[src/source/mem_issue_pkg.sv]
////////////////////
// Memory issue package
// Micro-op layout and register index sizes for the memory issue stage
////////////////////

`default_nettype none

package mem_issue_pkg;

  // Physical register file, index 0 is the hardwired "no register"
  localparam int prf_index_width = 6;
  localparam int prf_entries = 1 << prf_index_width;

  // Reorder buffer tag
  localparam int tag_width = 5;

  // Signed address offset
  localparam int offset_width = 12;

  // Renamed load or store as it leaves dispatch
  typedef struct packed {
    logic                       valid;
    logic                       is_store;
    logic                       uses_rs1;
    logic                       uses_rs2;
    logic [prf_index_width-1:0] rs1_index;
    logic [prf_index_width-1:0] rs2_index;
    // Destination, loads only
    logic [prf_index_width-1:0] rd_index;
    logic [tag_width-1:0]       tag;
    logic [offset_width-1:0]    offset;
  } mem_uop_t;

endpackage

`default_nettype wire

[src/source/issue_slot.sv]
////////////////////
// Issue slot
// One queue entry holding a memory micro-op and its readiness
////////////////////

`timescale 1ns/1ns
`default_nettype none

module issue_slot (
  input  logic                                      clock,
  input  logic                                      reset,
  input  logic                                      load,
  input  logic                                      shift,
  input  logic                                      clear,
  input  mem_issue_pkg::mem_uop_t                   uop_in,
  input  mem_issue_pkg::mem_uop_t                   uop_next,
  input  logic                                      rs1_busy,
  input  logic                                      rs2_busy,
  output mem_issue_pkg::mem_uop_t                   uop,
  output logic [mem_issue_pkg::prf_index_width-1:0] rs1_index,
  output logic [mem_issue_pkg::prf_index_width-1:0] rs2_index,
  output logic                                      ready
);

  logic                    valid_q;
  mem_issue_pkg::mem_uop_t payload_q;

  always_ff @(posedge clock) begin
    if (reset) begin
      valid_q <= 1'b0;
    end else if (load) begin
      valid_q <= uop_in.valid;
    end else if (shift) begin
      valid_q <= uop_next.valid;
    end else if (clear) begin
      valid_q <= 1'b0;
    end
  end

  always_ff @(posedge clock) begin
    if (load) begin
      payload_q <= uop_in;
    end else if (shift) begin
      payload_q <= uop_next;
    end
  end

  always_comb begin
    uop = payload_q;
    uop.valid = valid_q;
  end

  // Unused sources report register 0, which is never busy
  assign rs1_index = payload_q.uses_rs1 ? payload_q.rs1_index : '0;
  assign rs2_index = payload_q.uses_rs2 ? payload_q.rs2_index : '0;

  assign ready = valid_q && !rs1_busy && !rs2_busy;

endmodule

`default_nettype wire

[src/source/issue_select.sv]
////////////////////
// Issue select
// Oldest ready slot wins, stores only from slot 0
////////////////////

`timescale 1ns/1ns
`default_nettype none

module issue_select #(
  parameter int queue_depth = 8
) (
  input  logic [queue_depth-1:0]         ready,
  input  logic [queue_depth-1:0]         is_store,
  input  logic                           mem_stall,
  output logic [$clog2(queue_depth)-1:0] select,
  output logic                           select_valid
);

  localparam int sel_width = $clog2(queue_depth);

  logic [queue_depth-1:0] candidates;

  // A store may go only once nothing older is left
  assign candidates = ready & ~{is_store[queue_depth-1:1], 1'b0};

  // Priority encoder, lowest index is oldest
  always_comb begin
    select = '0;
    select_valid = 1'b0;
    for (int i = queue_depth - 1; i >= 0; i--) begin
      if (candidates[i] && !mem_stall) begin
        select = sel_width'(i);
        select_valid = 1'b1;
      end
    end
  end

endmodule

`default_nettype wire

[src/source/busy_table.sv]
////////////////////
// Busy table
// Pending-result bits per physical register
////////////////////

`timescale 1ns/1ns
`default_nettype none

module busy_table #(
  parameter int queue_depth = 8,
  parameter int dispatch_width = 2
) (
  input  logic                                                         clock,
  input  logic                                                         reset,
  input  logic [dispatch_width-1:0]                                    set_valid,
  input  logic [dispatch_width-1:0][mem_issue_pkg::prf_index_width-1:0] set_index,
  input  logic                                                         writeback_valid,
  input  logic [mem_issue_pkg::prf_index_width-1:0]                    writeback_index,
  input  logic [queue_depth-1:0][mem_issue_pkg::prf_index_width-1:0]   rs1_index,
  input  logic [queue_depth-1:0][mem_issue_pkg::prf_index_width-1:0]   rs2_index,
  output logic [queue_depth-1:0]                                       rs1_busy,
  output logic [queue_depth-1:0]                                       rs2_busy
);

  logic [mem_issue_pkg::prf_entries-1:0] busy_q;
  logic [mem_issue_pkg::prf_entries-1:0] busy_next;

  // Set after clear, so a same-edge dispatch keeps the bit busy
  always_comb begin
    busy_next = busy_q;
    if (writeback_valid) begin
      busy_next[writeback_index] = 1'b0;
    end
    for (int j = 0; j < dispatch_width; j++) begin
      if (set_valid[j]) begin
        busy_next[set_index[j]] = 1'b1;
      end
    end
    busy_next[0] = 1'b0;
  end

  always_ff @(posedge clock) begin
    if (reset) begin
      busy_q <= '0;
    end else begin
      busy_q <= busy_next;
    end
  end

  always_comb begin
    for (int i = 0; i < queue_depth; i++) begin
      rs1_busy[i] = busy_q[rs1_index[i]];
      rs2_busy[i] = busy_q[rs2_index[i]];
    end
  end

endmodule

`default_nettype wire

[src/source/mem_issue_queue.sv]
////////////////////
// Memory issue queue
// Compacting age-ordered slots, one issue per cycle
////////////////////

`timescale 1ns/1ns
`default_nettype none

module mem_issue_queue #(
  parameter int queue_depth = 8,
  parameter int dispatch_width = 2
) (
  input  logic                                                          clock,
  input  logic                                                          reset,
  input  mem_issue_pkg::mem_uop_t [dispatch_width-1:0]                  dispatch_uop,
  input  logic                                                          mem_stall,
  input  logic [queue_depth-1:0]                                        rs1_busy,
  input  logic [queue_depth-1:0]                                        rs2_busy,
  output logic [queue_depth-1:0][mem_issue_pkg::prf_index_width-1:0]    rs1_index,
  output logic [queue_depth-1:0][mem_issue_pkg::prf_index_width-1:0]    rs2_index,
  output logic [dispatch_width-1:0]                                     set_valid,
  output logic [dispatch_width-1:0][mem_issue_pkg::prf_index_width-1:0] set_index,
  output logic                                                          issue_valid,
  output mem_issue_pkg::mem_uop_t                                       issue_uop,
  output logic                                                          queue_full
);

  localparam int sel_width = $clog2(queue_depth);
  localparam int count_width = $clog2(queue_depth + 1);

  logic [count_width-1:0] count;
  logic [count_width-1:0] count_next;
  logic                   queue_full_next;
  logic                   accept;

  logic [queue_depth-1:0] load;
  logic [queue_depth-1:0] shift;
  logic [queue_depth-1:0] clear;
  logic [queue_depth-1:0] ready;
  logic [queue_depth-1:0] is_store;

  mem_issue_pkg::mem_uop_t [queue_depth-1:0] slot_uop;
  mem_issue_pkg::mem_uop_t [queue_depth-1:0] slot_in;
  mem_issue_pkg::mem_uop_t [queue_depth-1:0] uop_above;

  logic [sel_width-1:0] select;
  logic                 select_valid;

  for (genvar k = 0; k < queue_depth; k++) begin : g_slot
    issue_slot slot_inst (
      .clock     (clock),
      .reset     (reset),
      .load      (load[k]),
      .shift     (shift[k]),
      .clear     (clear[k]),
      .uop_in    (slot_in[k]),
      .uop_next  (uop_above[k]),
      .rs1_busy  (rs1_busy[k]),
      .rs2_busy  (rs2_busy[k]),
      .uop       (slot_uop[k]),
      .rs1_index (rs1_index[k]),
      .rs2_index (rs2_index[k]),
      .ready     (ready[k])
    );
    assign is_store[k] = slot_uop[k].is_store;
  end

  // The top slot sees an empty neighbor
  always_comb begin
    uop_above = '0;
    for (int i = 0; i + 1 < queue_depth; i++) begin
      uop_above[i] = slot_uop[i + 1];
    end
  end

  issue_select #(
    .queue_depth (queue_depth)
  ) select_inst (
    .ready        (ready),
    .is_store     (is_store),
    .mem_stall    (mem_stall),
    .select       (select),
    .select_valid (select_valid)
  );

  assign issue_valid = select_valid;
  assign issue_uop = slot_uop[select];

  // Entries from the issued slot upward pull their neighbor down
  // The highest occupied slot is left empty unless refilled
  always_comb begin
    shift = '0;
    clear = '0;
    if (select_valid) begin
      for (int i = 0; i < queue_depth; i++) begin
        shift[i] = (i >= int'(select)) && (i < int'(count) - 1);
        clear[i] = (i == int'(count) - 1);
      end
    end
  end

  assign accept = !queue_full;

  // Valid lanes packed behind the compacted entries, lane 0 first
  always_comb begin
    logic [count_width-1:0] pos;
    pos = count - count_width'(select_valid);
    load = '0;
    slot_in = '0;
    set_valid = '0;
    set_index = '0;
    for (int j = 0; j < dispatch_width; j++) begin
      set_index[j] = dispatch_uop[j].rd_index;
      if (accept && dispatch_uop[j].valid) begin
        for (int i = 0; i < queue_depth; i++) begin
          if (i == int'(pos)) begin
            load[i] = 1'b1;
            slot_in[i] = dispatch_uop[j];
          end
        end
        set_valid[j] = !dispatch_uop[j].is_store && (dispatch_uop[j].rd_index != '0);
        pos = pos + 1'b1;
      end
    end
    count_next = pos;
  end

  assign queue_full_next = int'(count_next) > queue_depth - dispatch_width;

  always_ff @(posedge clock) begin
    if (reset) begin
      count <= '0;
      queue_full <= 1'b0;
    end else begin
      count <= count_next;
      queue_full <= queue_full_next;
    end
  end

endmodule

`default_nettype wire

[src/source/mem_issue_top.sv]
////////////////////
// Memory issue stage
// Issue queue plus busy table toward address generation
////////////////////

`timescale 1ns/1ns
`default_nettype none

module mem_issue_top #(
  parameter int queue_depth = 8,
  parameter int dispatch_width = 2
) (
  input  logic                                         clock,
  input  logic                                         reset,
  input  mem_issue_pkg::mem_uop_t [dispatch_width-1:0] dispatch_uop,
  input  logic                                         mem_stall,
  input  logic                                         writeback_valid,
  input  logic [mem_issue_pkg::prf_index_width-1:0]    writeback_index,
  output logic                                         issue_valid,
  output mem_issue_pkg::mem_uop_t                      issue_uop,
  output logic                                         queue_full
);

  logic [queue_depth-1:0][mem_issue_pkg::prf_index_width-1:0]    rs1_index;
  logic [queue_depth-1:0][mem_issue_pkg::prf_index_width-1:0]    rs2_index;
  logic [queue_depth-1:0]                                        rs1_busy;
  logic [queue_depth-1:0]                                        rs2_busy;
  logic [dispatch_width-1:0]                                     set_valid;
  logic [dispatch_width-1:0][mem_issue_pkg::prf_index_width-1:0] set_index;

  mem_issue_queue #(
    .queue_depth    (queue_depth),
    .dispatch_width (dispatch_width)
  ) queue_inst (
    .clock        (clock),
    .reset        (reset),
    .dispatch_uop (dispatch_uop),
    .mem_stall    (mem_stall),
    .rs1_busy     (rs1_busy),
    .rs2_busy     (rs2_busy),
    .rs1_index    (rs1_index),
    .rs2_index    (rs2_index),
    .set_valid    (set_valid),
    .set_index    (set_index),
    .issue_valid  (issue_valid),
    .issue_uop    (issue_uop),
    .queue_full   (queue_full)
  );

  busy_table #(
    .queue_depth    (queue_depth),
    .dispatch_width (dispatch_width)
  ) busy_inst (
    .clock           (clock),
    .reset           (reset),
    .set_valid       (set_valid),
    .set_index       (set_index),
    .writeback_valid (writeback_valid),
    .writeback_index (writeback_index),
    .rs1_index       (rs1_index),
    .rs2_index       (rs2_index),
    .rs1_busy        (rs1_busy),
    .rs2_busy        (rs2_busy)
  );

endmodule

`default_nettype wire

[config.mk]
export PLATFORM = sky130hd
export DESIGN_NAME = mem_issue_top
export DESIGN_NICKNAME = d
export VERILOG_FILES = /design/src/source/mem_issue_pkg.sv /design/src/source/issue_slot.sv /design/src/source/issue_select.sv /design/src/source/busy_table.sv /design/src/source/mem_issue_queue.sv /design/src/source/mem_issue_top.sv
export SDC_FILE = /design/constraint.sdc
export NUM_CORES = 2
export LEC_CHECK = 0
export BUFFER_PORTS_ARGS = -buffer_cell sky130_fd_sc_hd__buf_2
export CELL_PAD_IN_SITES_DETAIL_PLACEMENT = 1
export CELL_PAD_IN_SITES_GLOBAL_PLACEMENT = 2
export CORE_MARGIN = 2
export CORE_UTILIZATION = 30
export CTS_CLUSTER_DIAMETER = 30
export DETAILED_ROUTE_END_ITERATION = 8
export GPL_ROUTABILITY_DRIVEN = 0
export GPL_TIMING_DRIVEN = 0
export HOLD_SLACK_MARGIN = 0.08
export PLACE_DENSITY = 0.68
export SLEW_MARGIN = 20
export SYNTH_ARGS = -nofsm -noshare
export SYNTH_HDL_FRONTEND = slang
export SYNTH_SLANG_ARGS = --single-unit
[constraint.sdc]
create_clock -name clock -period 11.4 [get_ports clock]
set_clock_uncertainty 0.2 [all_clocks]
set_input_delay 1.14 -clock clock [delete_from_list [all_inputs] [get_ports clock]]
set_output_delay 1.14 -clock clock [all_outputs]
set_load 0.01 [all_outputs]
-- Yosys cells after proc, flatten, opt, wreduce, memory -nomap -nowiden
Index checks and enable logic that the tools add are counted.
- add/subtract/negate cells: 4
- $mul: 0
- div/mod/pow operators: 0
- magnitude comparators: 39
- equal/unequal tests: 21
- shift operators: 0
- mux-type cells: 157
- bitwise logic cells: 6
- reduce and logical (&&, ||, !) cells: 79
- operators by type and width (operator ; count):
    $mux W39 ; 17
    $mux W312 ; 2
    $mux W38 ; 16
    $mux W64 ; 3
    $lt A6 B7 Y1 const B ; 19
    $eq A4 B32 Y1 const A ; 4
    $lt A4 B32 Y1 const A ; 4
    $or A64 B64 Y64 ; 2
    $bmux W39 S3 ; 1
    $bmux W1 S6 ; 16
    $mux W6 ; 16
    $mux W1 ; 69
    $and A64 B64 Y64 ; 1
    $eq A3 B32 Y1 const A ; 2
    $lt A3 B32 Y1 const A ; 2
    $not A64 Y64 ; 1
    $logic_and A1 B1 Y1 ; 38
    $eq A2 B32 Y1 const A ; 1
    $eq A4 B4 Y1 const A ; 8
    $logic_not A32 Y1 ; 1
    $lt A1 B32 Y1 const A ; 1
    $lt A2 B32 Y1 const A ; 1
    $mux W8 ; 4
    $mux W3 ; 8
    other kinds (20) ; 69
- flip-flop bits (word level): 381
- latch bits: 0
- bits in writable memories: 0
- ROM bits: 0
- input bits: 88
- output and inout bits: 41
- word-level logic and storage cells: 382
- memories: 0

-- Logic depth before layout (Yosys ltp)
- depth in word-level cells: 23
- gate-level depth with buffers: 27
- mapped depth without buffers: 21

-- Modules after synthesis
From an unflattened synthesis, not the netlist that was laid out.
- cell total of the unflattened synthesis: 3116
- area total of the unflattened synthesis: 34918.5 um2
- modules (own cells, without submodules) (module ; instances ; cells each ; area each (um2)):
    issue_slot ; 8 ; 101 ; 1767.9
    busy_table ; 1 ; 1238 ; 12085.3
    mem_issue_queue ; 1 ; 1048 ; 8511.9
    issue_select ; 1 ; 22 ; 177.7

-- Least setup slack after synthesis
OpenSTA, ideal clock, no wires.
- kind: flip-flop to flip-flop
- start: reg queue_inst.g_slot[1].slot_inst.payload_q, in the netlist queue_inst.g_slot[1].slot_inst.uop[23]
- end: reg queue_inst.g_slot[1].slot_inst.payload_q, in the netlist queue_inst.g_slot[1].slot_inst.uop[0] (enable)
- library setup time: 0.574 ns
- data arrival time: 6.947 ns
- data required time: 10.626 ns
- setup slack: 3.679 ns
- cell stages (with the launch flop): 12
- buffers on the path: 3
- clock period less this slack: 7.721 ns
- cells stage by stage: edfxtp_1 -> buf_2 -> buf_2 -> buf_2 -> mux4_2 -> nor2_1 -> a21oi_1 -> a221oi_1 -> a211oi_1 -> a311oi_1 -> a21oi_1 -> o311ai_0
- word-level cells in the longest chain between the ends: 16
- elaborated cells between the ends (all ways): 24
- classes of those cells: add/sub: 2; order compare: 1; eq/ne: 2; mux: 13; bitwise: 1; reduce/logical: 5
- ends and longest elaborated chain (element ; RTL line ; RTL):
    start: declaration ; issue_slot.sv:26 ; mem_issue_pkg::mem_uop_t payload_q;
    start signal: assignment ; issue_slot.sv:42 ; payload_q <= uop_in;
    start signal: assignment ; issue_slot.sv:44 ; payload_q <= uop_next;
    $mux W6 (*) ; issue_slot.sv:55 ; assign rs2_index = payload_q.uses_rs2 ? payload_q.rs2_index : '0;
    $bmux W1 S6 (*) ; busy_table.sv:53 ; rs2_busy[i] = busy_q[rs2_index[i]];
    $mux W1 (implied by the code) (*) ; busy_table.sv:53 ;
    $logic_not A1 Y1 (*) ; issue_slot.sv:57 ; assign ready = valid_q && !rs1_busy && !rs2_busy;
    $logic_and A1 B1 Y1 (*) ; issue_slot.sv:57 ;
    $and A8 B8 Y8 (*) ; issue_select.sv:24 ; assign candidates = ready & ~{is_store[queue_depth-1:1], 1'b0};
    $logic_and A1 B1 Y1 (*) ; issue_select.sv:31 ; if (candidates[i] && !mem_stall) begin
    $mux W1 (2 in a row) ; issue_select.sv:31 ;
    $sub A4 B1 Y4 ; mem_issue_queue.sv:107 ; pos = count - count_width'(select_valid);
    $add A4 B1 Y4 or $eq A2 B4 Y1 (tied branches) ; mem_issue_queue.sv:122, mem_issue_queue.sv:116 ;
    $mux W4 or $mux W1 (tied branches) ; mem_issue_queue.sv:114, mem_issue_queue.sv:116 ;
    $eq A2 B4 Y1 or $mux W8 (tied branches) ; mem_issue_queue.sv:116, mem_issue_queue.sv:114 ;
    $mux W1 ; mem_issue_queue.sv:116 ; if (i == int'(pos)) begin
    $mux W8 ; mem_issue_queue.sv:114 ; if (accept && dispatch_uop[j].valid) begin
    $reduce_bool A2 Y1 (no source line) (*) ; n/a ;
Every way passes the cells marked *; elsewhere a longest branch is shown, timed or not. The select of a mux whose other input is x is not followed.
A chain may end at the register's enable or synchronous reset.

-- Final worst setup path
- start: reg busy_inst.busy_q[11] (netlist name)
- end: reg queue_inst.g_slot[5].slot_inst.payload_q, in the netlist queue_inst.g_slot[5].slot_inst.uop[8] (enable)
- word-level cells in the longest chain between the ends: 22
- elaborated cells between the ends (all ways): 102
- classes of those cells: add/sub: 2; order compare: 1; eq/ne: 2; mux: 54; bitwise: 1; reduce/logical: 42
- ends and longest elaborated chain (element ; RTL line ; RTL):
    start: declaration ; busy_table.sv:25 ; logic [mem_issue_pkg::prf_entries-1:0] busy_q;
    start signal: assignment ; busy_table.sv:46 ; busy_q <= busy_next;
    $bmux W1 S6 ; busy_table.sv:52 ; rs1_busy[i] = busy_q[rs1_index[i]];
    $mux W1 (implied by the code) ; busy_table.sv:52 ;
    $logic_not A1 Y1 ; issue_slot.sv:57 ;
    $logic_and A1 B1 Y1 (2 in a row) ; issue_slot.sv:57 ;
    $and A8 B8 Y8 (*) ; issue_select.sv:24 ;
    $logic_and A1 B1 Y1 ; issue_select.sv:31 ;
    $mux W1 (8 in a row) ; issue_select.sv:31 ;
    $sub A4 B1 Y4 ; mem_issue_queue.sv:107 ;
    $add A4 B1 Y4 or $eq A4 B4 Y1 (tied branches) ; mem_issue_queue.sv:122, mem_issue_queue.sv:116 ;
    $mux W4 or $mux W1 (tied branches) ; mem_issue_queue.sv:114, mem_issue_queue.sv:116 ;
    $eq A4 B4 Y1 or $mux W8 (tied branches) ; mem_issue_queue.sv:116, mem_issue_queue.sv:114 ;
    $mux W1 ; mem_issue_queue.sv:116 ;
    $mux W8 ; mem_issue_queue.sv:114 ;
    $reduce_bool A2 Y1 (no source line) (*) ; n/a ;
    end signal: assignment ; issue_slot.sv:42 ;
    end signal: assignment ; issue_slot.sv:44 ;
    end: declaration ; issue_slot.sv:26 ;
Marks and branches as above.

==> results.toml <==
[detailed_routing]
first_pass_iters = 8
drt_wl_total_um = 223000
dr.first_iter.drc_count = 5668
viasPerCell = 6.76
vias = 38800
wl_per_cell_um = 39.0
ant_nets = 0
drc = 0

[finish]
fillers = 13200
finalNetCount = 4208
utilization_pct = 36.7
area_growth_pct = 21.5
layout-drive-gt1-share_pct = 16.4

[synthesis]
yosysSeqAreaShare_pct = 31.4
syn_avg_cell_area_um2 = 8.74
yosys.area.top_type = "edfxtp_1"
synth-seq-cells = 380
synth-edff-count = 304
synth_top_area_share_pct = 26.9
ys_warn_count = 0
netlist_area_um2 = 33900
synth-main-ff-cell = "edfxtp_1"
syn-num-nets = 3982
ys_types = 91
syn_inst = 3880
synth_area_leaders = "edfxtp_1 (27%), mux2i_1 (11%), mux4_2 (5.2%)"
synthArstFlopShare_pct = 0

[power]
total_power_mw = 13.4
p_leak_nw = 15.3
peakVddDrop_mv = 0.152
p_per_area_nw_per_um2 = 324

[worst_setup_path]
path_class = "register to register"
cp.arrival_ns = 10.83
crit_path_top_delay_cell = "a211oi_1"
critPathMaxStageDelay_ns = 0.99
crit_path_start_kind = "register"
r2r_cells = 27
endpoint_kind = "register"
crit_fanout = 10
critPathRequiredTime_ns = 11.69

[timing]
period_share_pct = 92.5
grt_setup_unrepaired = "false"
tns_ns = 0
hold_ws_ns = 0.312
maxSlewHeadroom_pct = 7.40
hold_violations = 0
post-route-min-period_ns = 10.54
setup_viol = 0
setup_slack_ns = 0.856
slew_viol_final = 0
max_freq_mhz = 94.8
tightestPinTransition_ns = 1.39

[floorplan]
die_w_um = 340
start_util_pct = 30.2
coreArea_um2 = 112000
num_io_pins = 129
rows = 123
design.die.area_um2 = 116000
die_y_um = 340

[grt]
grt_overflow_total = 0
grt_pass1_wl_um = 304000
grt_max_degree = 28
track_usage_pct = 37.3
first_global_vias = 37500
antenna_found_initial = 32

[cts]
cts_root_buffer = "clkbuf_16"
clk_path_buf_depth = 3
htreeDepth = 4
cts_sinks = 380
post_cts_resize_count = 0
cts_setup_buffers = 0
clk_pin_slew_ns = 0.04
ctsHoldBuffers = 0
clock_latency_ns = 0.75
tritoncts = "yes"
numCtsBuffers = 135

[placed_design]
io_buffers = 58
pre_cts_slack_ns = 1.30
hpwl_um = 157000

[worst_hold_path]
whs_path_depth = 2
hp-class = "register to register"

[status]
status = "completed"

[job]
max_cap_viol_count = 0
-- synth_stat cells, types with 31 or more instances --
library cell,number
a21bo_2,84
nor3_1,34
a22oi_1,109
a22o_1,39
o2111ai_1,59
a21oi_1,317
edfxtp_1,304
mux2_2,50
buf_1,50
o31ai_1,98
inv_1,80
clkbuf_1,350
mux2i_1,384
nand3_1,51
mux4_2,79
nor2_1,286
o22ai_1,33
a211oi_1,41
clkbuf_2,31
buf_2,79
o211ai_1,33
o21ai_0,209
nor2b_1,43
a31oi_1,46
nand4_1,113
nand2_1,283
dfxtp_1,76
nand2b_1,39
-- cell usage in the layout (no fill, tap or decap), drive strengths merged, types with 33 or more instances in the layout --
cell type,instances
a211oi,41
a21bo,90
a21oi,317
a22o,39
a22oi,109
a31oi,46
buf,221
clkbuf,555
clkinv,46
dfxtp,76
edfxtp,304
inv,86
mux2,54
mux2i,384
mux4,79
nand2,283
nand2b,39
nand3,51
nand4,113
nor2,286
nor2b,43
nor3,36
o2111ai,60
o211ai,33
o21ai,217
o22ai,33
o31ai,99
-- per-layer routing --
metal / up-vias / global-route usage [%] / wire length, µm
li1: 15500 / - / -
met1: 19300 / 46.7 / 85300
met2: 3120 / 54.4 / 94100
met3: 891 / 12.4 / 27300
met4: 6 / 24.4 / 16600
met5: - / 0 / 43
-- critical path: cells and delay by family (launching register included) --
kind | cells | cell delay [ns]
buffers and inverters | 11 | 4.58
DFF | 1 | 0.30
adders and majority gates | 3 | 0.82
and+or+nand+nor | 4 | 1.11
AOI/OAI and AO/OA | 7 | 2.44
xor gates and xnor gates | 1 | 0.52
muxes | 1 | 0.29
-- path summary, 6_finish.rpt --
| check | startpoint | end | slack, ns |
|---|---|---|---|
| setup / recovery | busy_inst.busy_q[11] | queue_inst.g_slot[5].slot_inst.uop[8] | 0.86 |
| hold / removal | queue_inst.g_slot[1].slot_inst.valid_q | queue_inst.g_slot[1].slot_inst.valid_q | 0.31 |
| setup reg to reg | busy_inst.busy_q[11] | queue_inst.g_slot[5].slot_inst.uop[8] | 0.86 |
| hold reg to reg | queue_inst.g_slot[1].slot_inst.valid_q | queue_inst.g_slot[1].slot_inst.valid_q | 0.31 |
-- power breakdown --
part           internal [mW]  switching (mW)  total, mW
clock network           2.57            1.14       3.71
logic                   2.14            4.49       6.63
registers               2.47           0.567       3.04
-- stage by stage --
step / std cells / area [µm²]
2_1_floorplan: 3880 / 33900
3_3_place_gp: 5438 / 36100
3_5_place_dp: 5467 / 36600
4_1_cts: 5709 / 41100
5_1_grt: 5714 / 41200
6_report: 5735 / 41200
-- state kept, by name, summed over array words and instances (netlist names) --
name / flops
queue_inst.g_slot.slot_inst.uop: 304
queue_inst.queue_full: 1
queue_inst.count: 4
queue_inst.g_slot.slot_inst.valid_q: 8
busy_inst.busy_q: 63
-- area by class of cell --
type                            instances  area, µm²  share of cell area [%]
Clock buffer                          173       3630                    8.81
Tap cell                             1500       1880                    4.55
Antenna cell                           24       60.1                   0.146
Multi-Input combinational cell       2905      21000                    51.0
Timing Repair Buffer                   89        654                    1.59
Inverter                               81        304                   0.737
Sequential cell                       380      10700                    25.8
Buffer                                514       2140                    5.19
Clock inverter                         69        901                    2.18
-- kinds of logic (layout without fill, tap and decap cells) --
group | after synthesis | after routing | synth area share (%)
muxes | 517 | 517 | 18.4
xor gates and xnor gates | 13 | 13 | 0.336
buffers and inverters | 595 | 926 | 7.05
other | 0 | 24 | 0
adders and majority gates | 14 | 14 | 0.516
DFF | 380 | 380 | 31.4
AOI/OAI and AO/OA | 1312 | 1312 | 26.9
and+or+nand+nor | 1049 | 1049 | 15.5
Power figures use the tool's default switching activity.
